--- src/design/ooo_pkg.sv ---
package ooo_pkg;

  // ------------------------------
  // architectural register space
  // ------------------------------
  localparam int ARCH_REGS  = 32;
  localparam int ARCH_REG_W = 5;

  typedef logic [ARCH_REG_W-1:0] arch_reg_t;

  // ------------------------------
  // reorder buffer entry lifecycle
  // ------------------------------
  // empty slots also mark the unused lanes of a partial group
  typedef enum logic [1:0] {
    ENTRY_EMPTY   = 2'd0,
    ENTRY_WAITING = 2'd1,
    ENTRY_DONE    = 2'd2
  } entry_state_t;

endpackage

--- src/design/rename_alloc.sv ---
`timescale 1ns/1ps

module rename_alloc import ooo_pkg::*; #(
  parameter int  DISPATCH_WIDTH = 2,
  parameter int  PHYS_REGS      = 48,
  localparam int PHYS_W         = $clog2(PHYS_REGS)
) (
  input  logic                                  clk,
  input  logic                                  rst,
  input  logic      [DISPATCH_WIDTH-1:0]             dispatch_valid,
  input  arch_reg_t [DISPATCH_WIDTH-1:0]             dispatch_arch_rd,
  input  logic                                  dispatch_stall,
  input  logic      [DISPATCH_WIDTH-1:0]             free_valid,
  input  logic      [DISPATCH_WIDTH-1:0][PHYS_W-1:0] free_phys,
  output logic                                  alloc_fire,
  output logic      [DISPATCH_WIDTH-1:0][PHYS_W-1:0] alloc_phys_rd,
  output logic      [DISPATCH_WIDTH-1:0][PHYS_W-1:0] alloc_prev_phys,
  output logic                                  free_short
);

  localparam int CNT_W     = PHYS_W + 1;
  localparam int INIT_FREE = PHYS_REGS - ARCH_REGS;

  logic [PHYS_W-1:0] free_mem [PHYS_REGS];
  logic [PHYS_W-1:0] fl_head;
  logic [PHYS_W-1:0] fl_tail;
  logic [CNT_W-1:0]  fl_count;
  logic [CNT_W-1:0]  pop_count;
  logic [CNT_W-1:0]  push_count;
  logic [DISPATCH_WIDTH-1:0][PHYS_W-1:0] push_idx;

  logic [PHYS_W-1:0] spec_map [ARCH_REGS];

  // circular pointer step, the list is not a power of two deep
  function automatic logic [PHYS_W-1:0] ptr_add(input logic [PHYS_W-1:0] ptr,
                                                input logic [CNT_W-1:0]  n);
    int unsigned sum;
    sum = int'(ptr) + int'(n);
    if (sum >= PHYS_REGS) begin
      sum = sum - PHYS_REGS;
    end
    return PHYS_W'(sum);
  endfunction

  assign alloc_fire = (|dispatch_valid) && !dispatch_stall;
  assign free_short = fl_count < CNT_W'(DISPATCH_WIDTH);

  // ------------------------------
  // pop side
  // ------------------------------
  // valid slots take consecutive entries from the head, lowest slot first
  always_comb begin
    pop_count = '0;
    for (int s = 0; s < DISPATCH_WIDTH; s++) begin
      alloc_phys_rd[s] = free_mem[ptr_add(fl_head, pop_count)];
      if (dispatch_valid[s]) begin
        pop_count = pop_count + 1'b1;
      end
    end
  end

  // previous mapping, forwarded from a lower slot writing the same register
  always_comb begin
    for (int s = 0; s < DISPATCH_WIDTH; s++) begin
      alloc_prev_phys[s] = spec_map[dispatch_arch_rd[s]];
      for (int t = 0; t < s; t++) begin
        if (dispatch_valid[t] && dispatch_arch_rd[t] == dispatch_arch_rd[s]) begin
          alloc_prev_phys[s] = alloc_phys_rd[t];
        end
      end
    end
  end

  // ------------------------------
  // push side
  // ------------------------------
  always_comb begin
    push_count = '0;
    for (int s = 0; s < DISPATCH_WIDTH; s++) begin
      push_idx[s] = ptr_add(fl_tail, push_count);
      if (free_valid[s]) begin
        push_count = push_count + 1'b1;
      end
    end
  end

  always_ff @(posedge clk) begin
    if (rst) begin
      fl_head  <= '0;
      fl_tail  <= PHYS_W'(INIT_FREE);
      fl_count <= CNT_W'(INIT_FREE);
    end else begin
      if (alloc_fire) begin
        fl_head <= ptr_add(fl_head, pop_count);
      end
      fl_tail  <= ptr_add(fl_tail, push_count);
      fl_count <= fl_count + push_count - (alloc_fire ? pop_count : CNT_W'(0));
    end
  end

  // registers above the architectural range start out free, in order
  always_ff @(posedge clk) begin
    if (rst) begin
      for (int i = 0; i < INIT_FREE; i++) begin
        free_mem[i] <= PHYS_W'(ARCH_REGS + i);
      end
    end else begin
      for (int s = 0; s < DISPATCH_WIDTH; s++) begin
        if (free_valid[s]) begin
          free_mem[push_idx[s]] <= free_phys[s];
        end
      end
    end
  end

  // ------------------------------
  // speculative map
  // ------------------------------
  // higher slot wins when a group names one register twice
  always_ff @(posedge clk) begin
    if (rst) begin
      for (int r = 0; r < ARCH_REGS; r++) begin
        spec_map[r] <= PHYS_W'(r);
      end
    end else if (alloc_fire) begin
      for (int s = 0; s < DISPATCH_WIDTH; s++) begin
        if (dispatch_valid[s]) begin
          spec_map[dispatch_arch_rd[s]] <= alloc_phys_rd[s];
        end
      end
    end
  end

  // stall from the buffer must keep the list from running dry
  a_no_underflow: assert property (@(posedge clk) disable iff (rst)
    alloc_fire |-> pop_count <= fl_count)
    else $error("free list underflow on dispatch");

endmodule

--- src/design/reorder_buffer.sv ---
`timescale 1ns/1ps

module reorder_buffer import ooo_pkg::*; #(
  parameter int  DISPATCH_WIDTH = 2,
  parameter int  ROB_DEPTH      = 8,
  parameter int  PHYS_REGS      = 48,
  localparam int PHYS_W         = $clog2(PHYS_REGS),
  localparam int ROW_W          = $clog2(ROB_DEPTH),
  localparam int BANK_W         = (DISPATCH_WIDTH > 1) ? $clog2(DISPATCH_WIDTH) : 1
) (
  input  logic                                       clk,
  input  logic                                       rst,
  input  logic      [DISPATCH_WIDTH-1:0]             dispatch_valid,
  input  arch_reg_t [DISPATCH_WIDTH-1:0]             dispatch_arch_rd,
  input  logic                                       alloc_fire,
  input  logic      [DISPATCH_WIDTH-1:0][PHYS_W-1:0] alloc_phys_rd,
  input  logic      [DISPATCH_WIDTH-1:0][PHYS_W-1:0] alloc_prev_phys,
  input  logic      [DISPATCH_WIDTH-1:0]             wb_valid,
  input  logic      [DISPATCH_WIDTH-1:0][ROW_W-1:0]  wb_row,
  input  logic      [DISPATCH_WIDTH-1:0][BANK_W-1:0] wb_bank,
  input  logic                                       free_short,
  output logic                                       dispatch_stall,
  output logic                                       dispatch_ack,
  output logic      [ROW_W-1:0]                      dispatch_rob_row,
  output logic      [DISPATCH_WIDTH-1:0][PHYS_W-1:0] dispatch_phys_rd,
  output logic      [DISPATCH_WIDTH-1:0]             ret_valid,
  output arch_reg_t [DISPATCH_WIDTH-1:0]             ret_arch_rd,
  output logic      [DISPATCH_WIDTH-1:0][PHYS_W-1:0] ret_phys_rd,
  output logic      [DISPATCH_WIDTH-1:0][PHYS_W-1:0] ret_prev_phys
);

  entry_state_t      ent_state [ROB_DEPTH][DISPATCH_WIDTH];
  arch_reg_t         ent_arch  [ROB_DEPTH][DISPATCH_WIDTH];
  logic [PHYS_W-1:0] ent_phys  [ROB_DEPTH][DISPATCH_WIDTH];
  logic [PHYS_W-1:0] ent_prev  [ROB_DEPTH][DISPATCH_WIDTH];

  logic [ROW_W-1:0] tail_row;
  logic [ROW_W-1:0] head_row;
  logic [ROW_W:0]   row_count;

  logic                      head_ready;
  logic [DISPATCH_WIDTH-1:0] head_mask;

  assign dispatch_stall = (row_count == (ROW_W + 1)'(ROB_DEPTH)) || free_short;

  // ------------------------------
  // head row readiness
  // ------------------------------
  // needs one occupied slot, and every occupied slot done
  always_comb begin
    head_ready = 1'b1;
    for (int s = 0; s < DISPATCH_WIDTH; s++) begin
      head_mask[s] = ent_state[head_row][s] != ENTRY_EMPTY;
      if (head_mask[s] && ent_state[head_row][s] != ENTRY_DONE) begin
        head_ready = 1'b0;
      end
    end
    if (head_mask == '0) begin
      head_ready = 1'b0;
    end
  end

  // ------------------------------
  // entry state
  // ------------------------------
  // commit, dispatch and writeback never meet on one entry
  always_ff @(posedge clk) begin
    if (rst) begin
      for (int r = 0; r < ROB_DEPTH; r++) begin
        for (int s = 0; s < DISPATCH_WIDTH; s++) begin
          ent_state[r][s] <= ENTRY_EMPTY;
        end
      end
    end else begin
      if (head_ready) begin
        for (int s = 0; s < DISPATCH_WIDTH; s++) begin
          ent_state[head_row][s] <= ENTRY_EMPTY;
        end
      end
      if (alloc_fire) begin
        for (int s = 0; s < DISPATCH_WIDTH; s++) begin
          if (dispatch_valid[s]) begin
            ent_state[tail_row][s] <= ENTRY_WAITING;
          end else begin
            ent_state[tail_row][s] <= ENTRY_EMPTY;
          end
        end
      end
      for (int l = 0; l < DISPATCH_WIDTH; l++) begin
        if (wb_valid[l]) begin
          ent_state[wb_row[l]][wb_bank[l]] <= ENTRY_DONE;
        end
      end
    end
  end

  // entry payload and response data
  always_ff @(posedge clk) begin
    if (alloc_fire) begin
      dispatch_rob_row <= tail_row;
      for (int s = 0; s < DISPATCH_WIDTH; s++) begin
        ent_arch[tail_row][s]  <= dispatch_arch_rd[s];
        ent_phys[tail_row][s]  <= alloc_phys_rd[s];
        ent_prev[tail_row][s]  <= alloc_prev_phys[s];
        dispatch_phys_rd[s]    <= dispatch_valid[s] ? alloc_phys_rd[s] : '0;
      end
    end
    if (head_ready) begin
      for (int s = 0; s < DISPATCH_WIDTH; s++) begin
        ret_arch_rd[s]   <= ent_arch[head_row][s];
        ret_phys_rd[s]   <= ent_phys[head_row][s];
        ret_prev_phys[s] <= ent_prev[head_row][s];
      end
    end
  end

  // ------------------------------
  // row pointers and occupancy
  // ------------------------------
  always_ff @(posedge clk) begin
    if (rst) begin
      tail_row     <= '0;
      head_row     <= '0;
      row_count    <= '0;
      dispatch_ack <= 1'b0;
      ret_valid    <= '0;
    end else begin
      dispatch_ack <= alloc_fire;
      ret_valid    <= head_ready ? head_mask : '0;
      if (alloc_fire) begin
        tail_row <= tail_row + 1'b1;
      end
      if (head_ready) begin
        head_row <= head_row + 1'b1;
      end
      case ({alloc_fire, head_ready})
        2'b10:   row_count <= row_count + 1'b1;
        2'b01:   row_count <= row_count - 1'b1;
        default: row_count <= row_count;
      endcase
    end
  end

  // writeback lanes come from outside and must hit a live entry
  for (genvar l = 0; l < DISPATCH_WIDTH; l++) begin : g_wb_check
    a_wb_waiting: assert property (@(posedge clk) disable iff (rst)
      wb_valid[l] |-> ent_state[wb_row[l]][wb_bank[l]] == ENTRY_WAITING)
      else $error("writeback to an entry that is not waiting");
  end

  a_no_fire_stalled: assert property (@(posedge clk) disable iff (rst)
    alloc_fire |-> !dispatch_stall)
    else $error("dispatch accepted while stalled");

endmodule

--- src/design/retire_map.sv ---
`timescale 1ns/1ps

module retire_map import ooo_pkg::*; #(
  parameter int  DISPATCH_WIDTH = 2,
  parameter int  PHYS_REGS      = 48,
  localparam int PHYS_W         = $clog2(PHYS_REGS)
) (
  input  logic                                       clk,
  input  logic                                       rst,
  input  logic      [DISPATCH_WIDTH-1:0]             ret_valid,
  input  arch_reg_t [DISPATCH_WIDTH-1:0]             ret_arch_rd,
  input  logic      [DISPATCH_WIDTH-1:0][PHYS_W-1:0] ret_phys_rd,
  input  logic      [DISPATCH_WIDTH-1:0][PHYS_W-1:0] ret_prev_phys,
  input  arch_reg_t                                  query_arch,
  output logic      [PHYS_W-1:0]                     query_phys,
  output logic      [DISPATCH_WIDTH-1:0]             free_valid,
  output logic      [DISPATCH_WIDTH-1:0][PHYS_W-1:0] free_phys
);

  logic [PHYS_W-1:0] commit_map [ARCH_REGS];
  logic              free_hits_map;

  assign query_phys = commit_map[query_arch];

  // committed map, later slot overwrites earlier on the same register
  always_ff @(posedge clk) begin
    if (rst) begin
      for (int r = 0; r < ARCH_REGS; r++) begin
        commit_map[r] <= PHYS_W'(r);
      end
    end else begin
      for (int s = 0; s < DISPATCH_WIDTH; s++) begin
        if (ret_valid[s]) begin
          commit_map[ret_arch_rd[s]] <= ret_phys_rd[s];
        end
      end
    end
  end

  // ------------------------------
  // free returns
  // ------------------------------
  always_ff @(posedge clk) begin
    if (rst) begin
      free_valid <= '0;
    end else begin
      free_valid <= ret_valid;
    end
  end

  always_ff @(posedge clk) begin
    free_phys <= ret_prev_phys;
  end

  // a freed register must already be gone from the updated map
  always_comb begin
    free_hits_map = 1'b0;
    for (int s = 0; s < DISPATCH_WIDTH; s++) begin
      for (int r = 0; r < ARCH_REGS; r++) begin
        if (free_valid[s] && commit_map[r] == free_phys[s]) begin
          free_hits_map = 1'b1;
        end
      end
    end
  end

  a_free_unmapped: assert property (@(posedge clk) disable iff (rst) !free_hits_map)
    else $error("returned register is still committed in the map");

endmodule

--- src/design/ooo_backend_top.sv ---
`timescale 1ns/1ps

module ooo_backend_top import ooo_pkg::*; #(
  parameter int  DISPATCH_WIDTH = 2,
  parameter int  ROB_DEPTH      = 8,
  parameter int  PHYS_REGS      = 48,
  localparam int PHYS_W         = $clog2(PHYS_REGS),
  localparam int ROW_W          = $clog2(ROB_DEPTH),
  localparam int BANK_W         = (DISPATCH_WIDTH > 1) ? $clog2(DISPATCH_WIDTH) : 1
) (
  input  logic                                       clk,
  input  logic                                       rst,
  // dispatch
  input  logic      [DISPATCH_WIDTH-1:0]             dispatch_valid,
  input  arch_reg_t [DISPATCH_WIDTH-1:0]             dispatch_arch_rd,
  output logic                                       dispatch_stall,
  output logic                                       dispatch_ack,
  output logic      [ROW_W-1:0]                      dispatch_rob_row,
  output logic      [DISPATCH_WIDTH-1:0][PHYS_W-1:0] dispatch_phys_rd,
  // writeback lanes
  input  logic      [DISPATCH_WIDTH-1:0]             wb_valid,
  input  logic      [DISPATCH_WIDTH-1:0][ROW_W-1:0]  wb_row,
  input  logic      [DISPATCH_WIDTH-1:0][BANK_W-1:0] wb_bank,
  // commit
  output logic      [DISPATCH_WIDTH-1:0]             commit_valid,
  output arch_reg_t [DISPATCH_WIDTH-1:0]             commit_arch_rd,
  output logic      [DISPATCH_WIDTH-1:0][PHYS_W-1:0] commit_phys_rd,
  // committed map lookup
  input  arch_reg_t                                  query_arch,
  output logic      [PHYS_W-1:0]                     query_phys
);

  // dispatch accept condition, shared by allocator and buffer
  logic alloc_fire;
  logic free_short;

  logic [DISPATCH_WIDTH-1:0][PHYS_W-1:0] alloc_phys_rd;
  logic [DISPATCH_WIDTH-1:0][PHYS_W-1:0] alloc_prev_phys;
  logic [DISPATCH_WIDTH-1:0][PHYS_W-1:0] ret_prev_phys;
  logic [DISPATCH_WIDTH-1:0]             free_valid;
  logic [DISPATCH_WIDTH-1:0][PHYS_W-1:0] free_phys;

  rename_alloc #(
    .DISPATCH_WIDTH (DISPATCH_WIDTH),
    .PHYS_REGS      (PHYS_REGS)
  ) u_rename (
    .clk              (clk),
    .rst              (rst),
    .dispatch_valid   (dispatch_valid),
    .dispatch_arch_rd (dispatch_arch_rd),
    .dispatch_stall   (dispatch_stall),
    .free_valid       (free_valid),
    .free_phys        (free_phys),
    .alloc_fire       (alloc_fire),
    .alloc_phys_rd    (alloc_phys_rd),
    .alloc_prev_phys  (alloc_prev_phys),
    .free_short       (free_short)
  );

  // commit outputs double as the retirement pulses
  reorder_buffer #(
    .DISPATCH_WIDTH (DISPATCH_WIDTH),
    .ROB_DEPTH      (ROB_DEPTH),
    .PHYS_REGS      (PHYS_REGS)
  ) u_rob (
    .clk              (clk),
    .rst              (rst),
    .dispatch_valid   (dispatch_valid),
    .dispatch_arch_rd (dispatch_arch_rd),
    .alloc_fire       (alloc_fire),
    .alloc_phys_rd    (alloc_phys_rd),
    .alloc_prev_phys  (alloc_prev_phys),
    .wb_valid         (wb_valid),
    .wb_row           (wb_row),
    .wb_bank          (wb_bank),
    .free_short       (free_short),
    .dispatch_stall   (dispatch_stall),
    .dispatch_ack     (dispatch_ack),
    .dispatch_rob_row (dispatch_rob_row),
    .dispatch_phys_rd (dispatch_phys_rd),
    .ret_valid        (commit_valid),
    .ret_arch_rd      (commit_arch_rd),
    .ret_phys_rd      (commit_phys_rd),
    .ret_prev_phys    (ret_prev_phys)
  );

  retire_map #(
    .DISPATCH_WIDTH (DISPATCH_WIDTH),
    .PHYS_REGS      (PHYS_REGS)
  ) u_retire (
    .clk           (clk),
    .rst           (rst),
    .ret_valid     (commit_valid),
    .ret_arch_rd   (commit_arch_rd),
    .ret_phys_rd   (commit_phys_rd),
    .ret_prev_phys (ret_prev_phys),
    .query_arch    (query_arch),
    .query_phys    (query_phys),
    .free_valid    (free_valid),
    .free_phys     (free_phys)
  );

endmodule

--- config.mk ---
export PLATFORM = sky130hd
export DESIGN_NAME = ooo_backend_top
export DESIGN_NICKNAME = d
export VERILOG_FILES = /design/src/design/ooo_pkg.sv /design/src/design/rename_alloc.sv /design/src/design/reorder_buffer.sv /design/src/design/retire_map.sv /design/src/design/ooo_backend_top.sv
export SDC_FILE = /design/constraint.sdc
export NUM_CORES = 2
export LEC_CHECK = 0
export ABC_AREA = 1
export BUFFER_PORTS_ARGS = -buffer_cell sky130_fd_sc_hd__buf_4
export CAP_MARGIN = 20
export CORE_AREA = 2 2 372 374
export DETAILED_ROUTE_END_ITERATION = 16
export DIE_AREA = 0 0 374 376
export SKIP_LAST_GASP = 1
export SLEW_MARGIN = 5
export SYNTH_ARGS = -nofsm -noshare
export SYNTH_HDL_FRONTEND = slang
export SYNTH_SLANG_ARGS = --single-unit
--- constraint.sdc ---
create_clock -name clk -period 4 [get_ports clk]
set_clock_uncertainty 0.2 [all_clocks]
set_input_delay 0.6 -clock clk [delete_from_list [all_inputs] [get_ports clk]]
set_output_delay 0.6 -clock clk [all_outputs]
set_load 0.03 [all_outputs]
Word level (Yosys, flattened, before mapping)
Memory sizes are Yosys's and may differ from the RTL's. A register that Yosys moved wholly into a read port is not among the register bits.
Cells that the tools add are included.
{ "totals": {"in_bits": 29, "register_bits": 61, "output_inout_bits": 47, "word_cells": 180, "ram_bits": 976, "memories": 7} }
{ "classes": {"bitwise_logic": 5, "n_eq_ne": 6, "order_cmp": 11, "n_reduce_logical": 24, "addsub": 18, "mux": 95} }
{ "mem_list": {"columns": ["name", "depth", "word_bits", "rd", "rd_clocked_by_memory_dff", "write_ports", "line", "text"], "rows": [
  ["u_rename.free_mem", 48, 6, 2, 0, 16, "rename_alloc.sv:24", "logic [PHYS_W-1:0] free_mem [PHYS_REGS];"],
  ["u_rename.spec_map", 32, 6, 2, 0, 32, "rename_alloc.sv:32", "logic [PHYS_W-1:0] spec_map [ARCH_REGS];"],
  ["u_retire.commit_map", 32, 6, 1, 0, 32, "retire_map.sv:20", "logic [PHYS_W-1:0] commit_map [ARCH_REGS];"],
  ["u_rob.ent_phys", 8, 12, 1, 1, 1, "reorder_buffer.sv:34", "logic [PHYS_W-1:0] ent_phys [ROB_DEPTH][DISPATCH_WIDTH];"],
  ["u_rob.ent_prev", 8, 12, 1, 1, 1, "reorder_buffer.sv:35", "logic [PHYS_W-1:0] ent_prev [ROB_DEPTH][DISPATCH_WIDTH];"],
  ["u_rob.ent_arch", 8, 10, 1, 1, 1, "reorder_buffer.sv:33", "arch_reg_t ent_arch [ROB_DEPTH][DISPATCH_WIDTH];"],
  ["1 more memories", null, null, null, null, null, null, null]
]} }
{ "op_table": {"columns": ["op", "n"], "rows": [
  ["$mux W6", 15],
  ["$mux W1", 51],
  ["$reduce_or A6 Y1", 6],
  ["$sub A6 B6 Y6 const B", 6],
  ["$mux W4", 8],
  ["$mux W7", 3],
  ["$mux W5", 4],
  ["$mux W3", 6],
  ["$add A6 B7 Y8", 2],
  ["$ge A8 B6 Y1 const B", 2],
  ["$reduce_or A4 Y1", 4],
  ["$add A6 B1 Y7", 2],
  ["$ge A7 B6 Y1 const B", 2],
  ["$ge A6 B6 Y1 const B", 2],
  ["$mux W2", 5],
  ["$pmux W4 S2", 1],
  ["$add A7 B7 Y7", 1],
  ["$lt A7 B2 Y1 const B", 1],
  ["$sub A7 B7 Y7", 1],
  ["$add A3 B1 Y3 const B", 2],
  ["$logic_and A1 B1 Y1", 6],
  ["$reduce_bool A2 Y1", 3],
  ["$eq A5 B5 Y1", 1],
  ["$add A1 B1 Y2 const B", 2],
  ["16 further kinds", 23]
]} }

Depth between registers and ports, before layout
{ "depth": {"depth_word": 10, "depth_mapped": 20} }

Modules after synthesis
From an unflattened synthesis, not the netlist that was laid out.
{ "hier_totals": {"cells_unflattened": 7110, "area_unflattened_um2": 59361.9} }
{ "modules_own_cells": {"columns": ["mod", "area_each_um2", "cells_each", "seq_area_each_um2", "n_inst"], "rows": [
  ["rename_alloc", 33900.0, 4605, 14794.2, 1],
  ["reorder_buffer", 14594.0, 1255, 10600.2, 1],
  ["retire_map", 10867.9, 1250, 6045.8, 1]
]} }

Worst setup path after synthesis
Ideal clock, no wire load.
{ "synth_timing": {"kind": "flip-flop to flip-flop", "from": "reg with a tool-made name", "to": "reg u_rob.row_count[3]", "path_stages_with_launch": 19, "arrival_time_ns": 3.332, "path_slack_ns": 0.398, "cell_sequence": "dfxtp_1 -> buf_2 -> inv_2 -> buf_2 -> nor2_1 -> o21ai_0 -> nand2_1 -> nand2_1 -> nor2_2 -> nand2_1 -> inv_1 -> ha_1 -> ha_1 -> nand2_1 -> nor2_1 -> a211oi_1 -> xor2_1 -> nand2_1 -> a21oi_1"} }
{ "synth_lines": {"columns": ["item", "line", "text"], "rows": [
  ["end signal: assignment", "reorder_buffer.sv:137", "2'b10: row_count <= row_count + 1'b1;"],
  ["end signal: assignment", "reorder_buffer.sv:138", "2'b01: row_count <= row_count - 1'b1;"],
  ["end signal: assignment", "reorder_buffer.sv:139", "default: row_count <= row_count;"],
  ["end: declaration", "reorder_buffer.sv:39", "logic [ROW_W:0] row_count;"]
]} }

==> results by group <==
Clock tree
  • Deepest clock path buffer count: 3
  • Clk slew on worst S/H paths: 0.06 ns
  • CTS buffer count: 117
  • Root Buffer: clkbuf_16
  • Clk_lat worst skew: 0.82 ns
  • CTS H-tree lvls: 3
  • Clk sink count: 1074
  • TritonCTS clock tree: done

Route
  • Drt drc: 0
  • Vias: 54.6k
  • Iteration-0 DRC Markers: 7369
  • Routed wire length: 218000 um
  • Antenna-violating nets left: 0
  • Pre-Repair DR Iteration Count: 6
  • DR WL/cell: 24.1 um
  • DR vias/cell: 6.04

Synth
  • Synth Net Count: 7295
  • Largest family of logic cells by synthesized area: simple AND/OR/NAND/NOR gates
  • Most frequent cells after synthesis: 1999 x nand2_1, 993 x edfxtp_1, 674 x inv_1
  • Async S/R FF share, synth: 0%
  • Post-Synth Simple-Gate Area: 26.2%
  • Cell count after synthesis: 7228
  • Post-synthesis xor/xnor area fraction: 0.170%
  • Compound-Gate Fraction of Synth Area: 13.0%
  • Mux cell area share after synthesis: 0%
  • Post-synthesis sequential area ratio: 51.5%
  • Register bit count reported by yosys: 1074
  • Main flop type after synthesis: edfxtp_1
  • Number of flops mapped to enable cells by yosys: 993
  • Top area cells in the synthesized netlist: edfxtp_1 49%, nand2_1 12%, o21ai_0 4.8%
  • Dominant cell type by area after synthesis: edfxtp_1
  • Synth Area per Inst: 8.44 um2
  • Yosys top cell area share: 48.9%
  • Most numerous cell in the Yosys netlist: nand2_1
  • Post-synthesis adder-cell area fraction: 0.841%
  • Netlist cell types: 52
  • Yosys warnings: 0
  • Syn Std Cell Area: 61000 um2

Worst setup path
  • Endpoint class of the critical path: register
  • CP max FO: 33
  • WP data required: 4.18 ns
  • Worst setup path class: register to register
  • CP peak stage delay: 0.44 ns
  • Cell Chain, Critical Path: ha_1, ha_1, nand3_2, xor2_2, ha_1, inv_1, nor2_1, nand3_1, nor2_2, nor2_4, nand3_1, nand2_2, nor2_4, buf_12, nand3_2, o21ai_0
  • Crit path max-delay cell type: dfxtp_1
  • CP arrival: 3.97 ns
  • Startpoint Class: register
  • Crit path top cell by count: ha_1

Global route
  • Number of global-route vias before repair: 50.7k
  • Number of antenna violations at the first check in global routing: 3
  • Total track usage: 30.2%
  • First-pass GRT wire length: 323000 um
  • Pin count of the biggest net entering global routing: 169
  • Total grt overflow: 0

Die
  • Initial Util: 44.7%
  • Cell Rows: 136
  • Core footprint: 137000 um2
  • Die Y: 376 um
  • Die area: 141000 um2
  • Die X: 374 um
  • # IOs: 76

STA
  • Fmax: 264 MHz
  • Slew @ Worst Pin: 1.08 ns
  • Fin. Hold Viols: 0
  • Slew margin rel.: 28.1%
  • Min Clock Period, post-route: 3.79 ns
  • Worst Setup Slack, final: 0.207 ns
  • Setup-failing EPs final: 0
  • Final slew viol count: 0
  • Fin crit share: 94.8%
  • Hold Slack: 0.0507 ns

Pwr
  • Leakage: 26.4 nW
  • Power Density: 643 nW/um2
  • Peak VDD IR: 1.17 mV
  • PnR Total Power: 43.6 mW

Placed design
  • Dpl ws: 0.262 ns
  • Routability cong.: 0.966
  • Buffers added on ports: 75
  • Hpwl dp: 140000 um

Cells and area
  • Layout cells sized above 1: 9.27%
  • # nets final: 7215
  • Register area: 31500 um2
  • Fillers: 12.8k
  • Area of the multi-input gates: 24700 um2
  • Area delta synth->final: 11.3%

Min path
  • HP Class: input port to register

Flow run
  • Max_cap viols: 0

Status
  • Status: completed
[area by class of cell]
class                   count  share of cell area, %
clock buffers             137                   4.47
clock inverters            85                   1.36
inverters                 699                   3.90
well taps                1794                   3.31
repair buffers            317                   4.26
multi-input cells        4939                   36.3
flip-flops and latches   1074                   46.4
diodes                      3                 0.0111
[logic make-up after synthesis]
group / after synthesis
buffers and inverters: 1215
adders and majority gates: 38
xor gates and xnor gates: 11
and+or+nand+nor: 3594
DFF: 1074
AOI/OAI and AO/OA: 1296
[report_power, final]
part	switching, mW	total [mW]	internal [mW]
Combinational	12.3	16.5	4.16
Sequential	1.63	15.9	14.3
Clock	4.84	11.2	6.36
Total	18.8	43.6	24.8
[worst paths after layout]
check | start | endpoint | slack, ns | depth (start not counted)
worst min-delay path | dispatch_arch_rd[6] | u_rob.ent_arch[4][1]$_DFFE_PP_ | 0.05 | 1
worst max register to register | u_rename.fl_tail[0]$_SDFF_PP0_ | u_rename.free_mem[33][5]$_DFFE_PP_ | 0.21 | 16
worst max-delay path | u_rename.fl_tail[0]$_SDFF_PP0_ | u_rename.free_mem[33][5]$_DFFE_PP_ | 0.21 | 16
worst min register to register | u_rob.ret_prev_phys[4]$_DFFE_PN_ | u_retire.free_phys[4]$_DFF_P_ | 0.14 | 0
[layout by cell type (no fill, tap or decap), drive strengths merged, types with 3 or more instances in the layout]
| cell | n |
|---|---|
| a21oi | 150 |
| a22o | 20 |
| a22oi | 104 |
| a31oi | 11 |
| and3 | 3 |
| buf | 307 |
| bufinv | 15 |
| clkbuf | 137 |
| clkinv | 68 |
| clkinvlp | 5 |
| dfxtp | 81 |
| diode | 3 |
| dlygate4sd3 | 10 |
| edfxtp | 993 |
| fa | 5 |
| ha | 33 |
| inv | 696 |
| nand2 | 2027 |
| nand3 | 527 |
| nand3b | 6 |
| nand4 | 354 |
| nor2 | 603 |
| nor3 | 66 |
| o2111ai | 33 |
| o211ai | 111 |
| o21a | 87 |
| o21ai | 597 |
| o221ai | 90 |
| o22ai | 88 |
| or2 | 7 |
| xor2 | 9 |
[layer usage]
| metal | track usage, % | wire [um] | vias to the layer above |
|---|---|---|---|
| li1 | - | - | 24800 |
| met1 | 41.7 | 88400 | 26000 |
| met2 | 46.6 | 96200 | 3318 |
| met3 | 5.33 | 23700 | 564 |
| met4 | 13.6 | 9730 | 2 |
| met5 | 0 | 13 | - |
[worst max-delay path, delay by kind of cell, from the launching register on]
family | cells | cell delay (ns)
buf+inv | 2 | 0.30
simple gates | 9 | 1.18
flops | 1 | 0.44
compound gates | 1 | 0.36
xor+xnor | 1 | 0.27
fa+ha+maj | 3 | 0.65
[flip-flops by register name, summed over array words and instances, names as in the netlist, 4 cells and up, named ones only]
name,count
u_rob.ent_phys,96
u_retire.commit_map,192
u_retire.free_phys,12
u_rob.ent_state,32
u_rename.spec_map,192
u_rename.fl_tail,6
u_rename.free_mem,288
u_rob.ret_phys_rd,12
u_rob.ret_arch_rd,10
u_rob.ent_arch,80
u_rename.fl_count,7
u_rename.fl_head,6
u_rob.row_count,4
u_rob.ent_prev,96
u_rob.ret_prev_phys,12
u_rob.dispatch_phys_rd,12
[repair_timing]
item / CTS / global route
gates resized for setup: 0 / 5
buffers inserted: 0 / 0
setup endpoints to repair: 0 / 30
hold buffers: 10 / 0
endpoints found under the hold margin: 62 / 0
[per-stage QoR]
step                setup TNS, ns  instance area, um2  utilization (%)  instances
floorplan                       0               61000                -       7228
global placement                0               63800             46.7       8813
detailed placement              0               63800             46.7       8813
CTS                             0               67900             49.7       9045
global route             -0.00296               67900             49.7       9045
finish                          0               67900             49.7       9048
Power figures use the tool's default switching activity.
